<file path="src/rtl/ctrl_pkg.sv">
package ctrl_pkg;

    // ==============================
    // pedal
    // ==============================
    localparam int PEDAL_BOUNDS  = 7;
    localparam int PEDAL_LEVEL_W = 3;

    // ==============================
    // wheel
    // ==============================
    localparam int WHEEL_BOUNDS  = 5;
    localparam int WHEEL_LEVEL_W = 4;

    // wheel turned past upright.
    localparam logic signed [WHEEL_LEVEL_W-1:0] WHEEL_TIPPED = 4'sd7;

endpackage

</file>
<file path="src/rtl/adxl_pkg.sv">
package adxl_pkg;

    // ==============================
    // spi timing
    // ==============================
    // system clocks per half spc period.
    localparam int SPC_HALF   = 4;
    localparam int SPC_DIV_W  = $clog2(SPC_HALF);
    // idle cycles between two read frames.
    localparam int SAMPLE_GAP = 64;
    localparam int GAP_W      = $clog2(SAMPLE_GAP);

    // ==============================
    // adxl345 register map
    // ==============================
    localparam logic [7:0] REG_POWER_CTL   = 8'h2D;
    localparam logic [7:0] REG_DATA_FORMAT = 8'h31;
    localparam logic [7:0] REG_DATAX0      = 8'h32;
    // full resolution, +/-16 g range.
    localparam logic [7:0] FULL_RES_VALUE  = 8'h0B;
    // measure bit only.
    localparam logic [7:0] MEASURE_VALUE   = 8'h08;

    // X0, X1, Y0, Y1 in one burst.
    localparam int READ_BYTES = 4;
    localparam int ACC_W      = 16;

    // encoded as the R/W and MB bits of the command byte.
    typedef enum logic [1:0] {
        cmd_write_single = 2'b00,
        cmd_read_multi   = 2'b11
    } adxl_cmd_e;

    typedef enum logic [2:0] {
        st_cfg_format,
        st_cfg_power,
        st_read_cmd,
        st_read_data,
        st_gap
    } sampler_state_e;

endpackage
</file>
<file path="src/rtl/spi_byte_if.sv">
interface spi_byte_if;

    logic       start;
    logic [7:0] tx_byte;
    logic       hold_cs;
    logic       busy;
    logic       done;
    logic [7:0] rx_byte;

    modport master (output start, output tx_byte, output hold_cs,
                    input busy, input done, input rx_byte);

    modport engine (input start, input tx_byte, input hold_cs,
                    output busy, output done, output rx_byte);

endinterface

</file>
<file path="src/rtl/drive_controls.sv">
module drive_controls (
    input  logic                                        i_clk,
    input  logic                                        i_arst_n,
    // pedal sensor bus.
    output logic                                        o_pedal_cs,
    output logic                                        o_pedal_spc,
    output logic                                        o_pedal_sdi,
    input  logic                                        i_pedal_sdo,
    // wheel sensor bus.
    output logic                                        o_wheel_cs,
    output logic                                        o_wheel_spc,
    output logic                                        o_wheel_sdi,
    input  logic                                        i_wheel_sdo,
    input  logic signed [adxl_pkg::ACC_W-1:0]           i_pedal_bound [ctrl_pkg::PEDAL_BOUNDS],
    input  logic signed [adxl_pkg::ACC_W-1:0]           i_wheel_bound [ctrl_pkg::WHEEL_BOUNDS],
    output logic signed [adxl_pkg::ACC_W-1:0]           o_pedal_acc,
    output logic [ctrl_pkg::PEDAL_LEVEL_W-1:0]          o_pedal_level,
    output logic                                        o_pedal_update,
    output logic signed [ctrl_pkg::WHEEL_LEVEL_W-1:0]   o_wheel_level,
    output logic                                        o_wheel_update
);
    import adxl_pkg::*;

    logic                    pedal_valid;
    logic                    wheel_valid;
    logic signed [ACC_W-1:0] wheel_x;
    logic signed [ACC_W-1:0] wheel_y;

    spi_byte_if pedal_bus ();
    spi_byte_if wheel_bus ();

    // ==============================
    // pedal, Y axis only
    // ==============================
    spi_byte_engine u_pedal_engine (
        .i_clk    (i_clk),
        .i_arst_n (i_arst_n),
        .bus      (pedal_bus.engine),
        .o_cs     (o_pedal_cs),
        .o_spc    (o_pedal_spc),
        .o_sdi    (o_pedal_sdi),
        .i_sdo    (i_pedal_sdo)
    );

    adxl_sampler u_pedal_sampler (
        .i_clk          (i_clk),
        .i_arst_n       (i_arst_n),
        .bus            (pedal_bus.master),
        .o_sample_valid (pedal_valid),
        .o_acc_x        (),
        .o_acc_y        (o_pedal_acc)
    );

    pedal_quantizer u_pedal_quantizer (
        .i_clk          (i_clk),
        .i_arst_n       (i_arst_n),
        .i_sample_valid (pedal_valid),
        .i_acc          (o_pedal_acc),
        .i_lower_bound  (i_pedal_bound),
        .o_level        (o_pedal_level),
        .o_update       (o_pedal_update)
    );

    // ==============================
    // wheel
    // ==============================
    spi_byte_engine u_wheel_engine (
        .i_clk    (i_clk),
        .i_arst_n (i_arst_n),
        .bus      (wheel_bus.engine),
        .o_cs     (o_wheel_cs),
        .o_spc    (o_wheel_spc),
        .o_sdi    (o_wheel_sdi),
        .i_sdo    (i_wheel_sdo)
    );

    adxl_sampler u_wheel_sampler (
        .i_clk          (i_clk),
        .i_arst_n       (i_arst_n),
        .bus            (wheel_bus.master),
        .o_sample_valid (wheel_valid),
        .o_acc_x        (wheel_x),
        .o_acc_y        (wheel_y)
    );

    wheel_quantizer u_wheel_quantizer (
        .i_clk          (i_clk),
        .i_arst_n       (i_arst_n),
        .i_sample_valid (wheel_valid),
        .i_acc_x        (wheel_x),
        .i_acc_y        (wheel_y),
        .i_x_bound      (i_wheel_bound),
        .o_level        (o_wheel_level),
        .o_update       (o_wheel_update)
    );

endmodule

</file>
<file path="src/rtl/wheel_quantizer.sv">
module wheel_quantizer (
    input  logic                                        i_clk,
    input  logic                                        i_arst_n,
    input  logic                                        i_sample_valid,
    input  logic signed [adxl_pkg::ACC_W-1:0]           i_acc_x,
    input  logic signed [adxl_pkg::ACC_W-1:0]           i_acc_y,
    input  logic signed [adxl_pkg::ACC_W-1:0]           i_x_bound [ctrl_pkg::WHEEL_BOUNDS],
    output logic signed [ctrl_pkg::WHEEL_LEVEL_W-1:0]   o_level,
    output logic                                        o_update
);
    import adxl_pkg::*;
    import ctrl_pkg::*;

    logic signed [ACC_W:0]           abs_x;
    logic signed [WHEEL_LEVEL_W-1:0] mag;
    logic signed [WHEEL_LEVEL_W-1:0] level_next;

    // one extra bit so -32768 has a magnitude.
    assign abs_x = i_acc_x[ACC_W-1] ? -{i_acc_x[ACC_W-1], i_acc_x} :
                                       {i_acc_x[ACC_W-1], i_acc_x};

    always_comb begin
        mag = '0;
        for (int i = 0; i < WHEEL_BOUNDS; i++) begin
            if (abs_x > i_x_bound[i]) begin
                mag = mag + WHEEL_LEVEL_W'(1);
            end
        end
        if (i_acc_y > 0 && abs_x > i_x_bound[0]) begin
            level_next = WHEEL_TIPPED;
        end else if (i_acc_x < 0) begin
            level_next = -mag;
        end else begin
            level_next = mag;
        end
    end

    always_ff @(posedge i_clk or negedge i_arst_n) begin
        if (!i_arst_n) begin
            o_level  <= '0;
            o_update <= 1'b0;
        end else begin
            o_update <= i_sample_valid;
            if (i_sample_valid) begin
                o_level <= level_next;
            end
        end
    end

endmodule

</file>
<file path="src/rtl/pedal_quantizer.sv">
module pedal_quantizer (
    input  logic                                 i_clk,
    input  logic                                 i_arst_n,
    input  logic                                 i_sample_valid,
    input  logic signed [adxl_pkg::ACC_W-1:0]    i_acc,
    input  logic signed [adxl_pkg::ACC_W-1:0]    i_lower_bound [ctrl_pkg::PEDAL_BOUNDS],
    output logic [ctrl_pkg::PEDAL_LEVEL_W-1:0]   o_level,
    output logic                                 o_update
);
    import ctrl_pkg::*;

    logic [PEDAL_LEVEL_W-1:0] level_next;

    // first bound from index 0 that the sample is above.
    always_comb begin
        level_next = PEDAL_LEVEL_W'(PEDAL_BOUNDS);
        for (int i = PEDAL_BOUNDS - 1; i >= 0; i--) begin
            if (i_acc > i_lower_bound[i]) begin
                level_next = PEDAL_LEVEL_W'(i);
            end
        end
    end

    always_ff @(posedge i_clk or negedge i_arst_n) begin
        if (!i_arst_n) begin
            o_level  <= '0;
            o_update <= 1'b0;
        end else begin
            o_update <= i_sample_valid;
            if (i_sample_valid) begin
                o_level <= level_next;
            end
        end
    end

endmodule

</file>
<file path="src/rtl/adxl_sampler.sv">
module adxl_sampler (
    input  logic                                i_clk,
    input  logic                                i_arst_n,
    spi_byte_if.master                          bus,
    output logic                                o_sample_valid,
    output logic signed [adxl_pkg::ACC_W-1:0]   o_acc_x,
    output logic signed [adxl_pkg::ACC_W-1:0]   o_acc_y
);
    import adxl_pkg::*;

    sampler_state_e   state;
    logic [2:0]       byte_cnt;
    logic [GAP_W-1:0] gap_cnt;
    logic             pending;
    logic             last_byte;
    logic [7:0]       data_buf [READ_BYTES-1];

    // R/W and MB bits, then a 6-bit register address.
    function automatic logic [7:0] cmd_byte(adxl_cmd_e cmd, logic [7:0] addr);
        return {cmd, addr[5:0]};
    endfunction

    always_comb begin
        bus.tx_byte = 8'h00;
        bus.hold_cs = 1'b0;
        last_byte   = 1'b0;
        case (state)
            st_cfg_format: begin
                bus.tx_byte = (byte_cnt == 3'd0) ?
                              cmd_byte(cmd_write_single, REG_DATA_FORMAT) : FULL_RES_VALUE;
                bus.hold_cs = (byte_cnt == 3'd0);
                last_byte   = (byte_cnt == 3'd1);
            end
            st_cfg_power: begin
                bus.tx_byte = (byte_cnt == 3'd0) ?
                              cmd_byte(cmd_write_single, REG_POWER_CTL) : MEASURE_VALUE;
                bus.hold_cs = (byte_cnt == 3'd0);
                last_byte   = (byte_cnt == 3'd1);
            end
            st_read_cmd: begin
                bus.tx_byte = cmd_byte(cmd_read_multi, REG_DATAX0);
                bus.hold_cs = 1'b1;
                last_byte   = 1'b1;
            end
            st_read_data: begin
                last_byte   = (byte_cnt == 3'(READ_BYTES - 1));
                bus.hold_cs = !last_byte;
            end
            default: ;
        endcase
    end

    always_ff @(posedge i_clk or negedge i_arst_n) begin
        if (!i_arst_n) begin
            state          <= st_cfg_format;
            byte_cnt       <= '0;
            gap_cnt        <= '0;
            pending        <= 1'b0;
            bus.start      <= 1'b0;
            o_sample_valid <= 1'b0;
            o_acc_x        <= '0;
            o_acc_y        <= '0;
        end else begin
            bus.start      <= 1'b0;
            o_sample_valid <= 1'b0;
            if (state == st_gap) begin
                gap_cnt <= gap_cnt + 1'b1;
                if (gap_cnt == GAP_W'(SAMPLE_GAP - 1)) begin
                    gap_cnt <= '0;
                    state   <= st_read_cmd;
                end
            end else if (!pending && !bus.busy) begin
                bus.start <= 1'b1;
                pending   <= 1'b1;
            end else if (bus.done) begin
                pending <= 1'b0;
                if (!last_byte) begin
                    byte_cnt <= byte_cnt + 1'b1;
                end else begin
                    byte_cnt <= '0;
                    case (state)
                        st_cfg_format: state <= st_cfg_power;
                        st_cfg_power:  state <= st_read_cmd;
                        st_read_cmd:   state <= st_read_data;
                        default: begin
                            // little-endian X0 X1 Y0 Y1.
                            state          <= st_gap;
                            o_sample_valid <= 1'b1;
                            o_acc_x        <= {data_buf[1], data_buf[0]};
                            o_acc_y        <= {bus.rx_byte, data_buf[2]};
                        end
                    endcase
                end
            end
        end
    end

    always_ff @(posedge i_clk) begin
        if (state == st_read_data && bus.done && !last_byte) begin
            data_buf[byte_cnt[1:0]] <= bus.rx_byte;
        end
    end

endmodule

</file>
<file path="src/rtl/spi_byte_engine.sv">
module spi_byte_engine (
    input  logic       i_clk,
    input  logic       i_arst_n,
    spi_byte_if.engine bus,
    output logic       o_cs,
    output logic       o_spc,
    output logic       o_sdi,
    input  logic       i_sdo
);
    import adxl_pkg::*;

    logic                 active;
    logic                 tail;
    logic                 hold;
    logic                 accept;
    logic                 half_end;
    logic [SPC_DIV_W-1:0] div_cnt;
    logic [2:0]           bit_cnt;
    logic [7:0]           tx_sh;
    logic [7:0]           rx_sh;

    assign accept   = bus.start && !bus.busy;
    assign half_end = (div_cnt == SPC_DIV_W'(SPC_HALF - 1));

    assign bus.busy    = active | tail;
    assign bus.rx_byte = rx_sh;

    // mode 3: spc idles high, sdi moves on the falling edge.
    always_ff @(posedge i_clk or negedge i_arst_n) begin
        if (!i_arst_n) begin
            active   <= 1'b0;
            tail     <= 1'b0;
            hold     <= 1'b0;
            div_cnt  <= '0;
            bit_cnt  <= '0;
            o_cs     <= 1'b1;
            o_spc    <= 1'b1;
            o_sdi    <= 1'b0;
            bus.done <= 1'b0;
        end else begin
            bus.done <= 1'b0;
            if (accept) begin
                active  <= 1'b1;
                tail    <= 1'b0;
                hold    <= bus.hold_cs;
                div_cnt <= '0;
                bit_cnt <= '0;
                o_cs    <= 1'b0;
                o_spc   <= 1'b0;
                o_sdi   <= bus.tx_byte[7];
            end else if (active) begin
                div_cnt <= half_end ? '0 : div_cnt + 1'b1;
                if (half_end) begin
                    if (!o_spc) begin
                        o_spc <= 1'b1;
                    end else if (bit_cnt == 3'd7) begin
                        // spc stays high after the last bit.
                        active   <= 1'b0;
                        tail     <= !hold;
                        bus.done <= 1'b1;
                    end else begin
                        o_spc   <= 1'b0;
                        o_sdi   <= tx_sh[7];
                        bit_cnt <= bit_cnt + 1'b1;
                    end
                end
            end else if (tail) begin
                // release cs half a period after the byte.
                div_cnt <= half_end ? '0 : div_cnt + 1'b1;
                if (half_end) begin
                    o_cs <= 1'b1;
                    tail <= 1'b0;
                end
            end
        end
    end

    always_ff @(posedge i_clk) begin
        if (accept) begin
            tx_sh <= {bus.tx_byte[6:0], 1'b0};
        end else if (active && half_end) begin
            if (!o_spc) begin
                rx_sh <= {rx_sh[6:0], i_sdo};
            end else begin
                tx_sh <= {tx_sh[6:0], 1'b0};
            end
        end
    end

endmodule

</file>
<file path="config.mk">
export PLATFORM = sky130hd
export DESIGN_NAME = drive_controls
export DESIGN_NICKNAME = d
export VERILOG_FILES = /design/src/rtl/ctrl_pkg.sv /design/src/rtl/adxl_pkg.sv /design/src/rtl/spi_byte_if.sv /design/src/rtl/drive_controls.sv /design/src/rtl/wheel_quantizer.sv /design/src/rtl/pedal_quantizer.sv /design/src/rtl/adxl_sampler.sv /design/src/rtl/spi_byte_engine.sv
export SDC_FILE = /design/constraint.sdc
export NUM_CORES = 1
export LEC_CHECK = 0
export ABC_CLOCK_PERIOD_IN_PS = 16270
export BUFFER_PORTS_ARGS = -buffer_cell sky130_fd_sc_hd__buf_2
export CORE_ASPECT_RATIO = 2
export CORE_MARGIN = 1.5
export CORE_UTILIZATION = 55
export CTS_BUF_LIST = sky130_fd_sc_hd__clkbuf_8 sky130_fd_sc_hd__clkbuf_16
export DETAILED_ROUTE_END_ITERATION = 10
export GPL_TIMING_DRIVEN = 1
export PLACE_DENSITY = 0.79
export SKIP_LAST_GASP = 1
export SYNTH_ARGS = -nofsm -noshare
export SYNTH_HDL_FRONTEND = slang
export SYNTH_SLANG_ARGS = --single-unit
</file>
<file path="constraint.sdc">
create_clock -name i_clk -period 16.27 [get_ports i_clk]
set_input_delay 0.8135 -clock i_clk [delete_from_list [all_inputs] [get_ports i_clk]]
set_output_delay 0.8135 -clock i_clk [all_outputs]
set_load 0.02 [all_outputs]
</file>
==> impl_metrics.json <==
{
  "reg2reg_to": "u_wheel_quantizer.o_level[2]",
  "root_buffer": "clkbuf_16",
  "post_cts_buffers": 0,
  "yosysUniqueCellTypes": 86,
  "insertion_delay_ns": 0.42,
  "ys_ff_latch": 173,
  "core_um2": 22700,
  "grt-ovfl-total": 0,
  "p_total_uw": 985,
  "route.detailed.drc": 0,
  "grt_pass1_wl_mm": 52.5,
  "setup_viol": 0,
  "grt_usage_pct": 27.6,
  "avgSynthCellArea_um2": 9.57,
  "wl_per_cell_um": 17.9,
  "drt_wl_total_mm": 33.2,
  "num_rows": 78,
  "rsz0062_at_grt": "no",
  "synth_edf_count": 62,
  "hold_violations": 0,
  "die_width_um": 111,
  "status": "complete, no violations",
  "synthArstFlopShare_pct": 64.2,
  "num_io_pins": 227,
  "synth-main-ff-cell": "dfrtp_1",
  "tns_ns": 0,
  "ys_warn_count": 0,
  "cts_tree": "built",
  "grt_pass1_vias": 10800,
  "dieArea_um2": 24100,
  "clock_skew_ns": 0.00624,
  "finalNonFillerCells": 1858,
  "ir_drop_mv": 0.0857,
  "period_needed_ns": 6.03,
  "worst_pin_slew_ns": 1.09,
  "reg2reg_depth": 24,
  "p_leak_nw": 8.28,
  "crit_chain": "inv_1 -> ha_1 -> nand2_1 -> or3_1 -> or2_2 -> o21ai_0 -> xnor2_1 -> ha_1 -> nand4_1 -> a211oi_1 -> o41ai_1 -> a21oi_1 -> nor2_1 -> inv_1 -> ha_1 -> xnor2_1 -> ha_1 -> xnor2_1 -> xnor2_1 -> o221ai_1 -> ha_1 -> nand2b_1 -> xnor2_1 -> o22a_1",
  "worstReg2RegStart": "u_wheel_sampler.o_acc_x[0]",
  "start_util_pct": 56.0,
  "gp_congestion": 0.936,
  "cp_slowest_stage_delay_ns": 0.46,
  "critPathSlowestCell": "o41ai_1",
  "post-route-period-util_pct": 37.0,
  "cp.arrival_ns": 6.33,
  "min_path_type": "primary input to asynchronous set/reset pin",
  "path_class": "register to register",
  "h-tree-depth": 4,
  "drive_above_1_share_pct": 20.2,
  "reg2reg_setup_slack_ns": 10.24,
  "numCtsBuffers": 17,
  "hpwl_mm": 27.2,
  "fin_util_pct": 64.9,
  "crit_required_ns": 16.58,
  "slew_violations": 0,
  "fp.dieH_um": 218,
  "antenna_found_initial": 2,
  "power.density_nw_per_um2": 66.8,
  "maxSlewHeadroom_pct": 26.7,
  "cts_buffer_depth": 2,
  "path_max_fanout": 10,
  "dpl.cell_count": 1824,
  "clk_pin_slew_ns": 0.06,
  "seq_area_um2": 4640,
  "start_kind": "register",
  "place_ws_ns": 10.23,
  "postCtsResizedCells": 0,
  "post_drt_via_cell_ratio": 5.72,
  "cap_violations": 0,
  "fmax_mhz": 166,
  "crit_path_end_kind": "register",
  "vias": 10600,
  "ctsHoldBuffers": 0,
  "area_growth_syn_to_layout_pct": 15.9,
  "fill_cells": 1877,
  "grt_max_degree": 72,
  "fin_ws_ns": 10.24,
  "seq_area_frac_synth_pct": 36.5,
  "drtIter0Drc": 645,
  "port_buffers": 226,
  "drt-pass1-iter-count": 5,
  "syn_inst": 1331,
  "clock_sinks": 173,
  "antenna_left": 0,
  "multiInputGateArea_um2": 7110,
  "nets": 1979,
  "synthesis.area_um2": 12700
}
[report_power, final]
group	total, mW	internal (mW)	switching, mW
Clock	0.413	0.246	0.167
Combinational	0.124	0.0554	0.0682
Sequential	0.449	0.449	0
[area by class of cell]
cell class	count	share of cell area [%]
sequential	173	31.5
clock inverter	14	1.13
antenna	2	0.0339
multi-input combinational	909	48.2
clock buffer	18	2.98
inverter	230	5.85
timing repair buffer	232	7.99
tap	280	2.37
[worst max-delay path: cells and delay by family, from the launching register on]
family | cells | cell delay [ns]
AO/OA/AOI/OAI | 6 | 1.28
XOR/XNOR | 5 | 1.11
flip-flops | 1 | 0.40
buffers and inverters | 2 | 0.33
AND/OR/NAND/NOR | 6 | 1.23
adder cells (fa/ha/maj) | 5 | 1.58
[registers in the layout, summed over array words and instances (netlist names), 4 cells and up]
name / flops
u_wheel_sampler.data_buf: 24
u_pedal_sampler.o_acc_y: 16
u_wheel_sampler.o_acc_x: 16
u_wheel_sampler.o_acc_y: 16
u_pedal_engine.bus.rx_byte: 8
u_pedal_sampler.data_buf: 8
u_wheel_engine.bus.rx_byte: 8
u_pedal_engine.tx_sh: 7
u_wheel_engine.tx_sh: 7
u_pedal_sampler.gap_cnt: 6
u_wheel_sampler.gap_cnt: 6
u_wheel_quantizer.o_level: 4
[Yosys cell counts, types with 7 or more instances]
cell / instances / share of area [%]
clkbuf_1: 16 / 0.47
nand4_1: 40 / 2.0
inv_1: 228 / 6.7
dfrtp_1: 107 / 21
nor3_1: 20 / 0.79
mux2_4: 20 / 2.4
nor2_1: 62 / 1.8
nand3_1: 22 / 0.86
xnor2_1: 23 / 1.6
a21o_1: 40 / 2.4
o22ai_1: 7 / 0.34
o21ai_0: 60 / 2.4
a21oi_1: 57 / 2.2
a2111oi_0: 7 / 0.48
and3_1: 7 / 0.34
o31ai_1: 9 / 0.53
nand2_1: 120 / 3.5
ha_1: 220 / 22
o41ai_1: 7 / 0.48
nor2b_1: 15 / 0.74
nand2b_1: 9 / 0.44
a31oi_1: 8 / 0.39
o21a_1: 21 / 1.2
nor4_1: 7 / 0.34
edfxtp_1: 62 / 15
mux2_2: 10 / 0.88
a211oi_1: 10 / 0.59
[metal layers]
layer	track usage [%]	routed length, um	vias up
met2	53.8	18100	366
met4	16.5	1970	0
met1	27.6	11800	4996
met3	3.11	1340	103
met5	0	0	-
li1	-	-	5161
[logic make-up (layout without fill, tap and decap cells)]
kind of cell / Yosys count / in the layout / share of synthesized area (%)
muxes: 37 / 37 / 3.82
other: 1 / 7 / 0.0294
and+or+nand+nor: 341 / 341 / 13.4
AOI/OAI and AO/OA: 277 / 277 / 14.7
DFF: 173 / 173 / 36.5
buffers and inverters: 253 / 494 / 7.87
adders and majority gates: 220 / 220 / 21.6
xor gates and xnor gates: 29 / 29 / 2.05
[metrics by stage]
stage	cell area [um^2]	hold slack (ns)
final	14800	0.360
after global routing	14800	0.401
after CTS	14800	0.375
after detailed placement	14100	0.426
after global placement	14100	0.419
after floorplan	12700	0.368
[worst max-delay path by stage]
stage	start	to	slack (ns)	cells past startpoint
after global routing	u_wheel_sampler.o_acc_x[0]	u_wheel_quantizer.o_level[2]	9.93	24
after global placement	u_wheel_sampler.o_acc_x[0]	u_wheel_quantizer.o_level[1]	10.45	24
final	u_wheel_sampler.o_acc_x[0]	u_wheel_quantizer.o_level[2]	10.24	24
after CTS	u_wheel_sampler.o_acc_x[0]	u_wheel_quantizer.o_level[2]	10.20	24
after detailed placement	u_wheel_sampler.o_acc_x[0]	u_wheel_quantizer.o_level[2]	10.23	24
after floorplan	u_wheel_sampler.o_acc_x[0]	u_wheel_quantizer.o_level[2]	11.05	25
[cells in the final DEF (no fill, tap or decap), drive strengths merged, types with 7 or more instances in the layout]
cell type / netlist / layout
nand2: 120 / 120
edfxtp: 62 / 62
nor3: 22 / 22
nor4: 7 / 7
o21ai: 62 / 62
nor2b: 16 / 16
o31ai: 9 / 9
a21oi: 58 / 58
ha: 220 / 220
o21a: 21 / 21
dfrtp: 107 / 107
xnor2: 24 / 24
inv: 230 / 237
clkbuf: 16 / 18
a31oi: 9 / 9
nand2b: 10 / 10
and3: 7 / 7
buf: 7 / 232
a211oi: 11 / 11
a21o: 40 / 40
o41ai: 7 / 7
nor2: 63 / 63
nand4: 40 / 40
a2111oi: 9 / 9
o22ai: 7 / 7
nand3: 22 / 22
mux2: 33 / 33
Power figures use the tool's default switching activity.
